`config.mk`:
```
export PLATFORM = sky130hd
export DESIGN_NAME = mipsCore
export DESIGN_NICKNAME = d
export VERILOG_FILES = /design/src/hw/mipsPkg.sv /design/src/hw/decode.sv /design/src/hw/regFile.sv /design/src/hw/alu.sv /design/src/hw/nextPc.sv /design/src/hw/mipsCore.sv
export SDC_FILE = /design/constraint.sdc
export NUM_CORES = 2
export LEC_CHECK = 0
export BUFFER_PORTS_ARGS = -buffer_cell sky130_fd_sc_hd__buf_2
export CORE_MARGIN = 2
export CORE_UTILIZATION = 50
export DETAILED_ROUTE_END_ITERATION = 8
export GPL_TIMING_DRIVEN = 0
export PLACE_DENSITY = 0.64
export SYNTH_ARGS = -nofsm -noshare
export SYNTH_HDL_FRONTEND = slang
export SYNTH_SLANG_ARGS = --single-unit
```
`constraint.sdc`:
```
create_clock -name clk -period 8.97 [get_ports clk]
set_input_delay 0.897 -clock clk [delete_from_list [all_inputs] [get_ports clk]]
set_output_delay 0.897 -clock clk [all_outputs]
set_load 0.01 [all_outputs]
```
`src/hw/mipsPkg.sv`:
```
package mipsPkg;

    typedef logic [31:0] wordT;  // Data word, instruction and address
    typedef logic [4:0]  regAddrT;
    typedef logic [15:0] immT;
    typedef logic [4:0]  shamtT;
    typedef logic [3:0]  aluOpT;
    typedef logic [2:0]  branchT;

    localparam aluOpT aluAdd  = 4'd0;
    localparam aluOpT aluSub  = 4'd1;
    localparam aluOpT aluAnd  = 4'd2;
    localparam aluOpT aluOr   = 4'd3;
    localparam aluOpT aluXor  = 4'd4;
    localparam aluOpT aluSlt  = 4'd5;
    localparam aluOpT aluSltu = 4'd6;
    localparam aluOpT aluSll  = 4'd7;
    localparam aluOpT aluSrl  = 4'd8;
    localparam aluOpT aluSra  = 4'd9;
    localparam aluOpT aluLui  = 4'd10;

    localparam branchT brNone = 3'd0;
    localparam branchT brEq   = 3'd1;
    localparam branchT brNe   = 3'd2;
    localparam branchT brLez  = 3'd3;
    localparam branchT brGtz  = 3'd4;
    localparam branchT brLtz  = 3'd5;
    localparam branchT brGez  = 3'd6;

    // Primary opcodes
    localparam logic [5:0] opSpecial = 6'b000000;
    localparam logic [5:0] opRegimm  = 6'b000001;
    localparam logic [5:0] opJ       = 6'b000010;
    localparam logic [5:0] opJal     = 6'b000011;
    localparam logic [5:0] opBeq     = 6'b000100;
    localparam logic [5:0] opBne     = 6'b000101;
    localparam logic [5:0] opBlez    = 6'b000110;
    localparam logic [5:0] opBgtz    = 6'b000111;
    localparam logic [5:0] opAddiu   = 6'b001001;
    localparam logic [5:0] opSlti    = 6'b001010;
    localparam logic [5:0] opSltiu   = 6'b001011;
    localparam logic [5:0] opAndi    = 6'b001100;
    localparam logic [5:0] opOri     = 6'b001101;
    localparam logic [5:0] opXori    = 6'b001110;
    localparam logic [5:0] opLui     = 6'b001111;
    localparam logic [5:0] opLw      = 6'b100011;
    localparam logic [5:0] opSw      = 6'b101011;

    // Funct codes under opSpecial
    localparam logic [5:0] fnSll  = 6'b000000;
    localparam logic [5:0] fnSrl  = 6'b000010;
    localparam logic [5:0] fnSra  = 6'b000011;
    localparam logic [5:0] fnSllv = 6'b000100;
    localparam logic [5:0] fnSrlv = 6'b000110;
    localparam logic [5:0] fnSrav = 6'b000111;
    localparam logic [5:0] fnJr   = 6'b001000;
    localparam logic [5:0] fnAddu = 6'b100001;
    localparam logic [5:0] fnSubu = 6'b100011;
    localparam logic [5:0] fnAnd  = 6'b100100;
    localparam logic [5:0] fnOr   = 6'b100101;
    localparam logic [5:0] fnXor  = 6'b100110;
    localparam logic [5:0] fnSlt  = 6'b101010;
    localparam logic [5:0] fnSltu = 6'b101011;

    // rt field selects the regimm branch
    localparam regAddrT rtBltz = 5'b00000;
    localparam regAddrT rtBgez = 5'b00001;

endpackage

```
`src/hw/decode.sv`:
```
`timescale 1ns/10ps

module decode (
    input  mipsPkg::wordT    instruction,
    input  logic             waitrequest,

    output mipsPkg::regAddrT rs,
    output mipsPkg::regAddrT rt,
    output mipsPkg::regAddrT rd,
    output mipsPkg::immT     immediate,
    output logic [25:0]      address,
    output mipsPkg::shamtT   shamt,

    output mipsPkg::aluOpT   aluOp,
    output logic             useImm,
    output logic             zeroExtImm,
    output logic             shiftVar,
    output logic             regWrite,
    output logic             writeRt,
    output logic             link,
    output logic             memRead,
    output logic             memWrite,
    output mipsPkg::branchT  branch,
    output logic             jump,
    output logic             jumpReg,
    output logic             stall
);

    logic [5:0] opcode;
    logic [5:0] funct;

    assign opcode    = instruction[31:26];
    assign funct     = instruction[5:0];
    assign rs        = instruction[25:21];  // Base or first source
    assign rt        = instruction[20:16];  // Target or second source
    assign rd        = instruction[15:11];  // R-type destination
    assign shamt     = instruction[10:6];
    assign immediate = instruction[15:0];
    assign address   = instruction[25:0];   // J-type word index

    always_comb begin
        aluOp      = mipsPkg::aluAdd;
        useImm     = 1'b0;
        zeroExtImm = 1'b0;
        shiftVar   = 1'b0;
        regWrite   = 1'b0;
        writeRt    = 1'b0;
        link       = 1'b0;
        memRead    = 1'b0;
        memWrite   = 1'b0;
        branch     = mipsPkg::brNone;
        jump       = 1'b0;
        jumpReg    = 1'b0;
        case (opcode)
            mipsPkg::opSpecial: begin
                regWrite = 1'b1;
                case (funct)
                    mipsPkg::fnAddu: aluOp = mipsPkg::aluAdd;
                    mipsPkg::fnSubu: aluOp = mipsPkg::aluSub;
                    mipsPkg::fnAnd:  aluOp = mipsPkg::aluAnd;
                    mipsPkg::fnOr:   aluOp = mipsPkg::aluOr;
                    mipsPkg::fnXor:  aluOp = mipsPkg::aluXor;
                    mipsPkg::fnSlt:  aluOp = mipsPkg::aluSlt;
                    mipsPkg::fnSltu: aluOp = mipsPkg::aluSltu;
                    mipsPkg::fnSll:  aluOp = mipsPkg::aluSll;
                    mipsPkg::fnSrl:  aluOp = mipsPkg::aluSrl;
                    mipsPkg::fnSra:  aluOp = mipsPkg::aluSra;
                    mipsPkg::fnSllv: begin
                        aluOp    = mipsPkg::aluSll;
                        shiftVar = 1'b1;
                    end
                    mipsPkg::fnSrlv: begin
                        aluOp    = mipsPkg::aluSrl;
                        shiftVar = 1'b1;
                    end
                    mipsPkg::fnSrav: begin
                        aluOp    = mipsPkg::aluSra;
                        shiftVar = 1'b1;
                    end
                    mipsPkg::fnJr: begin
                        regWrite = 1'b0;
                        jumpReg  = 1'b1;
                    end
                    default: regWrite = 1'b0;  // Unsupported funct is a no-op
                endcase
            end
            mipsPkg::opRegimm: begin
                if (rt == mipsPkg::rtBltz) branch = mipsPkg::brLtz;
                else if (rt == mipsPkg::rtBgez) branch = mipsPkg::brGez;
            end
            mipsPkg::opBeq:  branch = mipsPkg::brEq;
            mipsPkg::opBne:  branch = mipsPkg::brNe;
            mipsPkg::opBlez: if (rt == '0) branch = mipsPkg::brLez;
            mipsPkg::opBgtz: if (rt == '0) branch = mipsPkg::brGtz;
            mipsPkg::opJ:    jump = 1'b1;
            mipsPkg::opJal: begin
                jump     = 1'b1;
                link     = 1'b1;
                regWrite = 1'b1;
            end
            mipsPkg::opAddiu, mipsPkg::opSlti, mipsPkg::opSltiu, mipsPkg::opAndi,
            mipsPkg::opOri, mipsPkg::opXori, mipsPkg::opLui, mipsPkg::opLw: begin
                useImm   = 1'b1;
                regWrite = 1'b1;
                writeRt  = 1'b1;
                case (opcode)
                    mipsPkg::opSlti:  aluOp = mipsPkg::aluSlt;
                    mipsPkg::opSltiu: aluOp = mipsPkg::aluSltu;
                    mipsPkg::opAndi:  aluOp = mipsPkg::aluAnd;
                    mipsPkg::opOri:   aluOp = mipsPkg::aluOr;
                    mipsPkg::opXori:  aluOp = mipsPkg::aluXor;
                    mipsPkg::opLui:   aluOp = mipsPkg::aluLui;
                    mipsPkg::opLw:    memRead = 1'b1;
                    default:          aluOp = mipsPkg::aluAdd;
                endcase
                zeroExtImm = (opcode == mipsPkg::opAndi) || (opcode == mipsPkg::opOri)
                          || (opcode == mipsPkg::opXori) || (opcode == mipsPkg::opLui);
            end
            mipsPkg::opSw: begin
                useImm   = 1'b1;
                memWrite = 1'b1;
            end
            default: ;  // Anything else retires as a no-op
        endcase
    end

    assign stall = waitrequest && (memRead || memWrite);  // Only lw and sw wait

endmodule

```
`src/hw/regFile.sv`:
```
`timescale 1ns/10ps

module regFile (
    input  logic             clk,
    input  logic             arstN,
    input  mipsPkg::regAddrT readAddrA,
    input  mipsPkg::regAddrT readAddrB,
    input  mipsPkg::regAddrT writeAddr,
    input  logic             writeEnable,
    input  mipsPkg::wordT    writeValue,
    output mipsPkg::wordT    readValueA,
    output mipsPkg::wordT    readValueB
);

    mipsPkg::wordT regs [1:31];  // Register 0 has no storage

    always_ff @(posedge clk or negedge arstN) begin
        if (!arstN) begin
            for (int i = 1; i < 32; i++) begin
                regs[i] <= '0;
            end
        end else if (writeEnable && (writeAddr != '0)) begin
            regs[writeAddr] <= writeValue;
        end
    end

    assign readValueA = (readAddrA == '0) ? '0 : regs[readAddrA];
    assign readValueB = (readAddrB == '0) ? '0 : regs[readAddrB];

    // A captured result is always fully known
    assert property (@(posedge clk) disable iff (!arstN)
        (writeEnable && (writeAddr != '0)) |-> !$isunknown(writeValue))
        else $error("regFile: unknown value written to register %0d", writeAddr);

endmodule

```
`src/hw/alu.sv`:
```
`timescale 1ns/10ps

module alu (
    input  mipsPkg::aluOpT aluOp,
    input  mipsPkg::wordT  operandA,
    input  mipsPkg::wordT  operandB,
    input  mipsPkg::shamtT shiftAmount,
    output mipsPkg::wordT  result
);

    mipsPkg::wordT sum;
    mipsPkg::wordT difference;
    logic          lessSigned;
    logic          lessUnsigned;

    assign sum          = operandA + operandB;
    assign difference   = operandA - operandB;
    assign lessSigned   = $signed(operandA) < $signed(operandB);
    assign lessUnsigned = operandA < operandB;

    always_comb begin
        case (aluOp)
            mipsPkg::aluAdd: begin
                result = sum;  // Also the lw and sw address
            end
            mipsPkg::aluSub: begin
                result = difference;
            end
            mipsPkg::aluAnd: begin
                result = operandA & operandB;
            end
            mipsPkg::aluOr: begin
                result = operandA | operandB;
            end
            mipsPkg::aluXor: begin
                result = operandA ^ operandB;
            end
            mipsPkg::aluSlt: begin
                result = {31'b0, lessSigned};
            end
            mipsPkg::aluSltu: begin
                result = {31'b0, lessUnsigned};
            end
            mipsPkg::aluSll: begin
                result = operandB << shiftAmount;
            end
            mipsPkg::aluSrl: begin
                result = operandB >> shiftAmount;
            end
            mipsPkg::aluSra: begin
                result = $unsigned($signed(operandB) >>> shiftAmount);  // Sign fills from the left
            end
            mipsPkg::aluLui: begin
                result = {operandB[15:0], 16'h0000};
            end
            default: begin
                result = sum;
            end
        endcase
    end

endmodule

```
`src/hw/nextPc.sv`:
```
`timescale 1ns/10ps

module nextPc #(
    parameter mipsPkg::wordT resetVector = 32'h0000_0000
) (
    input  logic            clk,
    input  logic            arstN,
    input  logic            stall,
    input  mipsPkg::branchT branch,
    input  logic            jump,
    input  logic            jumpReg,
    input  mipsPkg::immT    immediate,
    input  logic [25:0]     address,
    input  mipsPkg::wordT   regValueA,
    input  mipsPkg::wordT   regValueB,
    output mipsPkg::wordT   pc,
    output mipsPkg::wordT   pcPlus4
);

    mipsPkg::wordT branchTarget;
    mipsPkg::wordT jumpTarget;
    mipsPkg::wordT pcNext;
    logic          taken;

    assign pcPlus4      = pc + 32'd4;
    assign branchTarget = pcPlus4 + {{14{immediate[15]}}, immediate, 2'b00};
    assign jumpTarget   = {pcPlus4[31:28], address, 2'b00};  // Stays in the current region

    always_comb begin
        case (branch)
            mipsPkg::brEq:  taken = (regValueA == regValueB);
            mipsPkg::brNe:  taken = (regValueA != regValueB);
            mipsPkg::brLez: taken = regValueA[31] || (regValueA == '0);
            mipsPkg::brGtz: taken = !regValueA[31] && (regValueA != '0);
            mipsPkg::brLtz: taken = regValueA[31];
            mipsPkg::brGez: taken = !regValueA[31];
            default:        taken = 1'b0;
        endcase
    end

    assign pcNext = jumpReg ? regValueA
                  : jump    ? jumpTarget
                  : taken   ? branchTarget
                  : pcPlus4;

    always_ff @(posedge clk or negedge arstN) begin
        if (!arstN) pc <= resetVector;
        else if (!stall) pc <= pcNext;  // Hold while the data port waits
    end

    // Misaligned jr targets or reset vectors would break instruction fetch
    assert property (@(posedge clk) disable iff (!arstN) pc[1:0] == 2'b00)
        else $error("nextPc: fetch address not word aligned");

endmodule

```
`src/hw/mipsCore.sv`:
```
`timescale 1ns/10ps

module mipsCore #(
    parameter mipsPkg::wordT resetVector = 32'h0000_0000
) (
    input  logic          clk,
    input  logic          arstN,
    output mipsPkg::wordT instrAddress,
    input  mipsPkg::wordT instruction,
    output mipsPkg::wordT dataAddress,
    output mipsPkg::wordT writeData,
    output logic          read,
    output logic          write,
    input  mipsPkg::wordT readData,
    input  logic          waitrequest
);

    mipsPkg::regAddrT rs;
    mipsPkg::regAddrT rt;
    mipsPkg::regAddrT rd;
    mipsPkg::immT     immediate;
    logic [25:0]      address;
    mipsPkg::shamtT   shamt;
    mipsPkg::aluOpT   aluOp;
    logic             useImm;
    logic             zeroExtImm;
    logic             shiftVar;
    logic             regWrite;
    logic             writeRt;
    logic             link;
    logic             memRead;
    logic             memWrite;
    mipsPkg::branchT  branch;
    logic             jump;
    logic             jumpReg;
    logic             stall;

    mipsPkg::wordT    readValueA;
    mipsPkg::wordT    readValueB;
    mipsPkg::wordT    extImm;
    mipsPkg::wordT    operandB;
    mipsPkg::shamtT   shiftAmount;
    mipsPkg::wordT    aluResult;
    mipsPkg::wordT    pcPlus4;
    mipsPkg::regAddrT destReg;
    mipsPkg::wordT    writeValue;

    decode decode0 (
        .instruction(instruction), .waitrequest(waitrequest),
        .rs(rs), .rt(rt), .rd(rd), .immediate(immediate), .address(address), .shamt(shamt),
        .aluOp(aluOp), .useImm(useImm), .zeroExtImm(zeroExtImm), .shiftVar(shiftVar),
        .regWrite(regWrite), .writeRt(writeRt), .link(link),
        .memRead(memRead), .memWrite(memWrite),
        .branch(branch), .jump(jump), .jumpReg(jumpReg), .stall(stall)
    );

    regFile regFile0 (
        .clk(clk), .arstN(arstN),
        .readAddrA(rs), .readAddrB(rt), .writeAddr(destReg),
        .writeEnable(regWrite && !stall), .writeValue(writeValue),
        .readValueA(readValueA), .readValueB(readValueB)
    );

    assign extImm      = zeroExtImm ? {16'h0000, immediate} : {{16{immediate[15]}}, immediate};
    assign operandB    = useImm ? extImm : readValueB;
    assign shiftAmount = shiftVar ? readValueA[4:0] : shamt;  // Variable shifts take rs

    alu alu0 (
        .aluOp(aluOp), .operandA(readValueA), .operandB(operandB),
        .shiftAmount(shiftAmount), .result(aluResult)
    );

    nextPc #(.resetVector(resetVector)) nextPc0 (
        .clk(clk), .arstN(arstN), .stall(stall),
        .branch(branch), .jump(jump), .jumpReg(jumpReg),
        .immediate(immediate), .address(address),
        .regValueA(readValueA), .regValueB(readValueB),
        .pc(instrAddress), .pcPlus4(pcPlus4)
    );

    // jal links into register 31
    assign destReg    = link ? 5'd31 : (writeRt ? rt : rd);
    assign writeValue = link ? pcPlus4 : (memRead ? readData : aluResult);

    assign dataAddress = aluResult;
    assign writeData   = readValueB;
    assign read        = memRead;
    assign write       = memWrite;

endmodule

```
# After elaboration in Yosys (flattened, before gate mapping)
# Cells that the tools add are included.
# totals
reg_bits,1024
in_bits,67
# classes
addsub,4
order_cmp,6
eq_ne,48
shifts,3
mux,45
n_bitwise,6
n_reduce_logical,28
# ops
op,n
bitwise mux 992 bit,1
2-to-1 mux 32 bit,14
binary-select mux 32 bit (select 5 bit),2
one-hot mux 32 bit (10 select lines),1
demux 32 bit (select 5 bit),1
adder 32 bit,2
< comparator 32 bit,2
equality test 6 bit (second input constant),9
equality test 6 x 4 -> 1 bit (second input constant),8
equality test 6 x 3 -> 1 bit (second input constant),7
one-hot mux 4 bit (9 select lines),1
adder 32 x 3 -> 32 bit (second input constant),1
bitwise AND 32 bit,1
equality test 32 bit,1
logical NOT 32 bit,1
inequality test 32 bit,1
bitwise OR 32 bit,1
nonzero test 32 bit,1
left shift 32 x 5 -> 32 bit,1
>> shifter 32 x 5 -> 32 bit,1
>>> shifter 32 x 5 -> 32 bit,1
subtractor 32 bit,1
bitwise XOR 32 bit,1
equality test 6 x 2 -> 1 bit (second input constant),4
other kinds (32),76

# Longest topological paths before layout
# logic_depth
depth_word,12
mapped_depth,29
depth_no_buf,23

# Hierarchy
# A second synthesis with hierarchy kept.
# unflattened
hier_cells,6345
area_unflattened_um2,69207.6
# by_module_without_submodules
module,instances,cells_per_inst,area_each_um2,seq_area_each_um2
regFile,1,4066,53276.1,24823.8
alu,1,1326,8889.8,0.0
nextPc,1,621,4769.6,800.8
mipsCore,1,179,1291.2,0.0
decode,1,153,980.9,0.0

# Worst setup path before layout
# Ideal clock, no wire load.
# synth_timing
path_kind,input port to output port
from,input instruction[28]
to,output dataAddress[31]
arrival_time_ns,6.888
required_time_ns,8.073
slack_ns,1.185
cell_stages,25
path_buffers,8
path_cell_list,clkbuf_1 -> and3b_1 -> o21ai_0 -> a21o_1 -> clkbuf_1 -> clkbuf_1 -> buf_1 -> buf_2 -> clkbuf_1 -> clkbuf_1 -> nor2_1 -> a21oi_1 -> inv_1 -> ha_1 -> clkbuf_1 -> nor3_1 -> nand3_1 -> o211a_1 -> o311ai_0 -> a21oi_1 -> o41a_1 -> o211ai_1 -> a41oi_1 -> or4b_2 -> o211ai_1
# synth_between
elab_chain_cells,9
elab_cells_between_ends,42
classes_between,add/sub (2); eq/ne (19); shift (3); mux (9); bitwise (3); reduce/logical (6)
# synth_lines
item,line,text
from (decl),mipsCore.sv:9,"input mipsPkg::wordT instruction,"
equality test 6 x 4 -> 1 bit,"decode.sv:54, decode.sv:106, decode.sv:116",
logical OR 1 bit,decode.sv:116,zeroExtImm = (opcode == mipsPkg::opAndi) || (opcode == mipsPkg::opOri)
logical OR 1 bit (2 in a row),decode.sv:117,|| (opcode == mipsPkg::opXori) || (opcode == mipsPkg::opLui);
2-to-1 mux 1 bit,decode.sv:54,case (opcode)
2-to-1 mux 32 bit,mipsCore.sv:64,"assign extImm = zeroExtImm ? {16'h0000, immediate} : {{16{immediate[15]}}, immediate};"
2-to-1 mux 32 bit,mipsCore.sv:65,assign operandB = useImm ? extImm : readValueB;
adder 32 bit (tied with other cells),alu.sv:16,assign sum = operandA + operandB;
one-hot mux 32 bit (10 select lines) (*),alu.sv:22,case (aluOp)
to (decl),mipsCore.sv:10,"output mipsPkg::wordT dataAddress,"
# Mark *: on every way between the ends. The rest lies on a longest branch, timed or not.

# Worst setup path after layout
# layout_timing
from,input instruction[17]
to,output dataAddress[31]
# layout_between
elab_chain_cells,8
elab_cells_between_ends,16
classes_between,add/sub (2); shift (3); mux (6); bitwise (4); reduce/logical (1)
# layout_lines
item,line,text
NOT 5 -> 6 bit (not written as such),regFile.sv:28,assign readValueB = (readAddrB == '0) ? '0 : regs[readAddrB];
binary-select mux 32 bit (select 5 bit),regFile.sv:28,
2-to-1 mux 32 bit (not written as such) (2 in a row),regFile.sv:28,
2-to-1 mux 32 bit (*),regFile.sv:28,
2-to-1 mux 32 bit (*),mipsCore.sv:65,
adder 32 bit (tied with other cells),alu.sv:16,
one-hot mux 32 bit (10 select lines) (*),alu.sv:22,
# Mark *: on every way between the ends. The rest lies on a longest branch, timed or not. The select of a mux whose other input is x is not followed.

==> impl_metrics.csv <==
group,metric,value,unit
sta,relSlewSlack,-16.9,%
setup_path,rrSetupSlack,0.20,ns
clock_tree,clk_latency,0.82,ns
power_and_ir_drop,swShare,43.1,%
power_and_ir_drop,clock_power_share,26.3,%
place,io_buffers,158,
floorplanning,start_util,50.4,%
sta,hold_ws,-0.0353,ns
sta,grt_setup_unrepaired,"yes",
synthesis,synth-edff-count,0,
cells_and_area,syn_to_final_growth,13.4,%
synthesis,syn_avg_cell_area,9.78,sq um
synthesis,synth.ff_latch_count,1024,
setup_path,cpMostUsedCell,"buf_4",
clock_tree,clock_sinks,1024,
synthesis,synth_top_area_share,38.0,%
synthesis,syn_nets,7091,
clock_tree,clk_pin_slew_worst_paths,0.06,ns
clock_tree,root_buffer,"clkbuf_16",
global_route,grt_pass1_vias,66000,
power_and_ir_drop,ir_drop,215,uV
floorplanning,row_count,134,
cells_and_area,stdcell_count,9131,
routing,viasPerCell,7.90,
power_and_ir_drop,leakagePower,32.8,nW
synthesis,netlist-cell-type-count,102,
global_route,grt_usage,61.6,%
run,drv_cap,15,
synthesis,synth_top_area_cell,"dfrtp_1",
outcome,outcome,"finished, violations left",
place,dp_hpwl,317,mm
setup_path,cp.arrival,8.55,ns
synthesis,synth-seq-area-share,38.0,%
setup_path,cp-start-kind,"input port",
routing,drt_iter0_markers,13800,
sta,final-hold-violation-count,16,
routing,route.vias.total,72100,
clock_tree,cts_buffers,110,
clock_tree,cts_max_path_buffers,3,
clock_tree,cts_tree,"done",
cells_and_area,layout_common_cells,"nand2_1 (1073), dfrtp_1 (1024), o21ai_0 (976)",
power_and_ir_drop,p_int,10.6,mW
min_path,hp-class,"in2async",
synthesis,yosys_warnings,0,
global_route,grt_max_degree,161,
sta,min_period,9.45,ns
setup_path,critical_path_buf_inv_count,10,
floorplanning,core_area,134000,sq um
setup_path,cp_num_cells,22,
place,gp_congestion,1.16,
synthesis,synthCells,6895,
setup_path,reg2reg_depth,15,
cells_and_area,nNetsFinal,7416,
cells_and_area,final_cell_area,76400,sq um
sta,fmax,106,MHz
place,placed_area,71000,sq um
place,place_inst,8848,
power_and_ir_drop,seq_power_share,33.2,%
power_and_ir_drop,p_switching,8.06,mW
global_route,grt-ovfl-total,0,
outcome,violations,"hold timing, capacitance limit, slew limit, setup timing",
floorplanning,die_y,371,um
floorplanning,die_w,371,um
synthesis,syn-cell-area,67400,sq um
sta,setup_slack,-0.481,ns
setup_path,end_kind,"output port",
sta,finClkSkew,0.0668,ns
sta,finalCritPeriodShare,105,%
global_route,antenna_found_initial,35,
routing,wl_per_cell,46.9,um
clock_tree,htree_levels,3,
setup_path,cp_top_family,"buffers and inverters",
setup_path,cpPeakStageDelay,0.73,ns
routing,ant_nets,0,
setup_path,required,8.07,ns
synthesis,synthArstFlopShare,100,%
setup_path,slowest_stage,"nor4_2",
place,dpl_worst_slack,-2.74,ns
setup_path,worstPathMaxFanout,11,
floorplanning,design.portCount,165,
routing,drcViolationCount,0,
power_and_ir_drop,power_frac_comb,40.5,%
cells_and_area,final_common_cell,"nand2_1",
routing,route.final.wire_length,428,mm
sta,tightest_slew,1.75,ns
sta,finalSetupViolations,108,
sta,drv_slew,106,
global_route,grt_pass1_wl,571,mm
synthesis,synth-main-ff-cell,"dfrtp_1",
synthesis,synth_area_leaders,"dfrtp_1 (38%), mux4_2 (15%), o21ai_0 (7.3%)",
power_and_ir_drop,power_density,245,nW/um^2
power_and_ir_drop,power,18.7,mW
cells_and_area,drive_gt1_share,19.6,%
setup_path,criticalPathCategory,"in2out",
floorplanning,die_area,138000,sq um
routing,dr.pass1.iters,8,
setup_path,crit_chain,"buf_2, clkbuf_4, buf_4, buf_4, buf_4, buf_4, mux2i_1, o22ai_1, nor4_2, o211ai_1, buf_6, nand2b_1, and2_1, inv_1, ha_1, clkbuf_1, o41a_1, o211ai_1, a41oi_2, or4b_2, o211ai_1, buf_2",
## through the flow
| step | util (%) | setup TNS [ns] |
|---|---|---|
| final | 57.2 | -13.80 |
| after global routing | 57.1 | -0.229 |
| after CTS | 56.8 | 0 |
| after detailed placement | 53.1 | -1876.35 |
| after global placement | 52.7 | - |
| after floorplan | - | 0 |
## flip-flops by register name (all words and copies together) (netlist names)
register	flops
regFile0.regs	992
nextPc0.pc	32
## worst paths after layout
kind	startpoint	to
setup reg to reg	regFile0.regs[548]$_DFFE_PN0P_	regFile0.regs[580]$_DFFE_PN0P_
max in group asynchronous	arstN	regFile0.regs[194]$_DFFE_PN0P_
min in group clk	regFile0.regs[58]$_DFFE_PN0P_	regFile0.regs[58]$_DFFE_PN0P_
hold / removal	arstN	regFile0.regs[552]$_DFFE_PN0P_
hold reg to reg	regFile0.regs[58]$_DFFE_PN0P_	regFile0.regs[58]$_DFFE_PN0P_
setup / recovery	instruction[17]	dataAddress[31]
## per-layer routing
layer | vias up | global-route usage [%] | wire, um
li1 | 26200 | - | -
met4 | 52 | 58.3 | 54700
met1 | 35200 | 66.0 | 132000
met3 | 2783 | 39.0 | 75500
met2 | 7947 | 80.5 | 164000
met5 | - | 12.1 | 2110
## cells in the mapped netlist (110+ instances only)
| library cell | count |
|---|---|
| inv_1 | 149 |
| nand2_1 | 1074 |
| mux2i_1 | 177 |
| ha_1 | 126 |
| clkbuf_1 | 468 |
| mux4_2 | 457 |
| nand3_1 | 110 |
| mux2_2 | 226 |
| a21oi_1 | 280 |
| dfrtp_1 | 1024 |
| nor2_1 | 378 |
| o21ai_0 | 986 |
## area by class of cell
type                            count  area (sq um)
Timing Repair Buffer              221          1580
Antenna cell                       51           128
Tap cell                         1768          2210
Sequential cell                  1024         25600
Inverter                          156           589
Clock inverter                     36           497
Fill cell                       11800         57200
Multi-Input combinational cell   5074         39100
Clock buffer                      168          3310
Buffer                            633          3390
## power by group through the flow
stage,clock (mW),sequential (mW),combinational [mW]
finish,4.91,6.20,7.57
global route,5.01,6.25,7.61
detailed placement,0,6.20,6.69
CTS,4.82,6.13,6.85
floorplan,0,5.97,3.86
global placement,0,6.16,6.55
## cell families after synthesis
logic type                 Yosys count  share of synthesized area (%)
adders and majority gates          129                           2.43
DFF                               1024                           38.0
AOI/OAI and AO/OA                 2027                           18.3
and+or+nand+nor                   1926                           12.3
buffers and inverters              797                           5.09
muxes                              885                           22.5
xor gates and xnor gates           107                           1.39
## repair_timing
item	4_1_cts	5_1_grt
gates cloned	0	0
hold buffers	0	0
pin swaps	12	3
setup buffers	23	11
resized for setup	266	81
endpoints found under the setup margin	976	233
No activity file was read; power rests on OpenSTA's default activity.
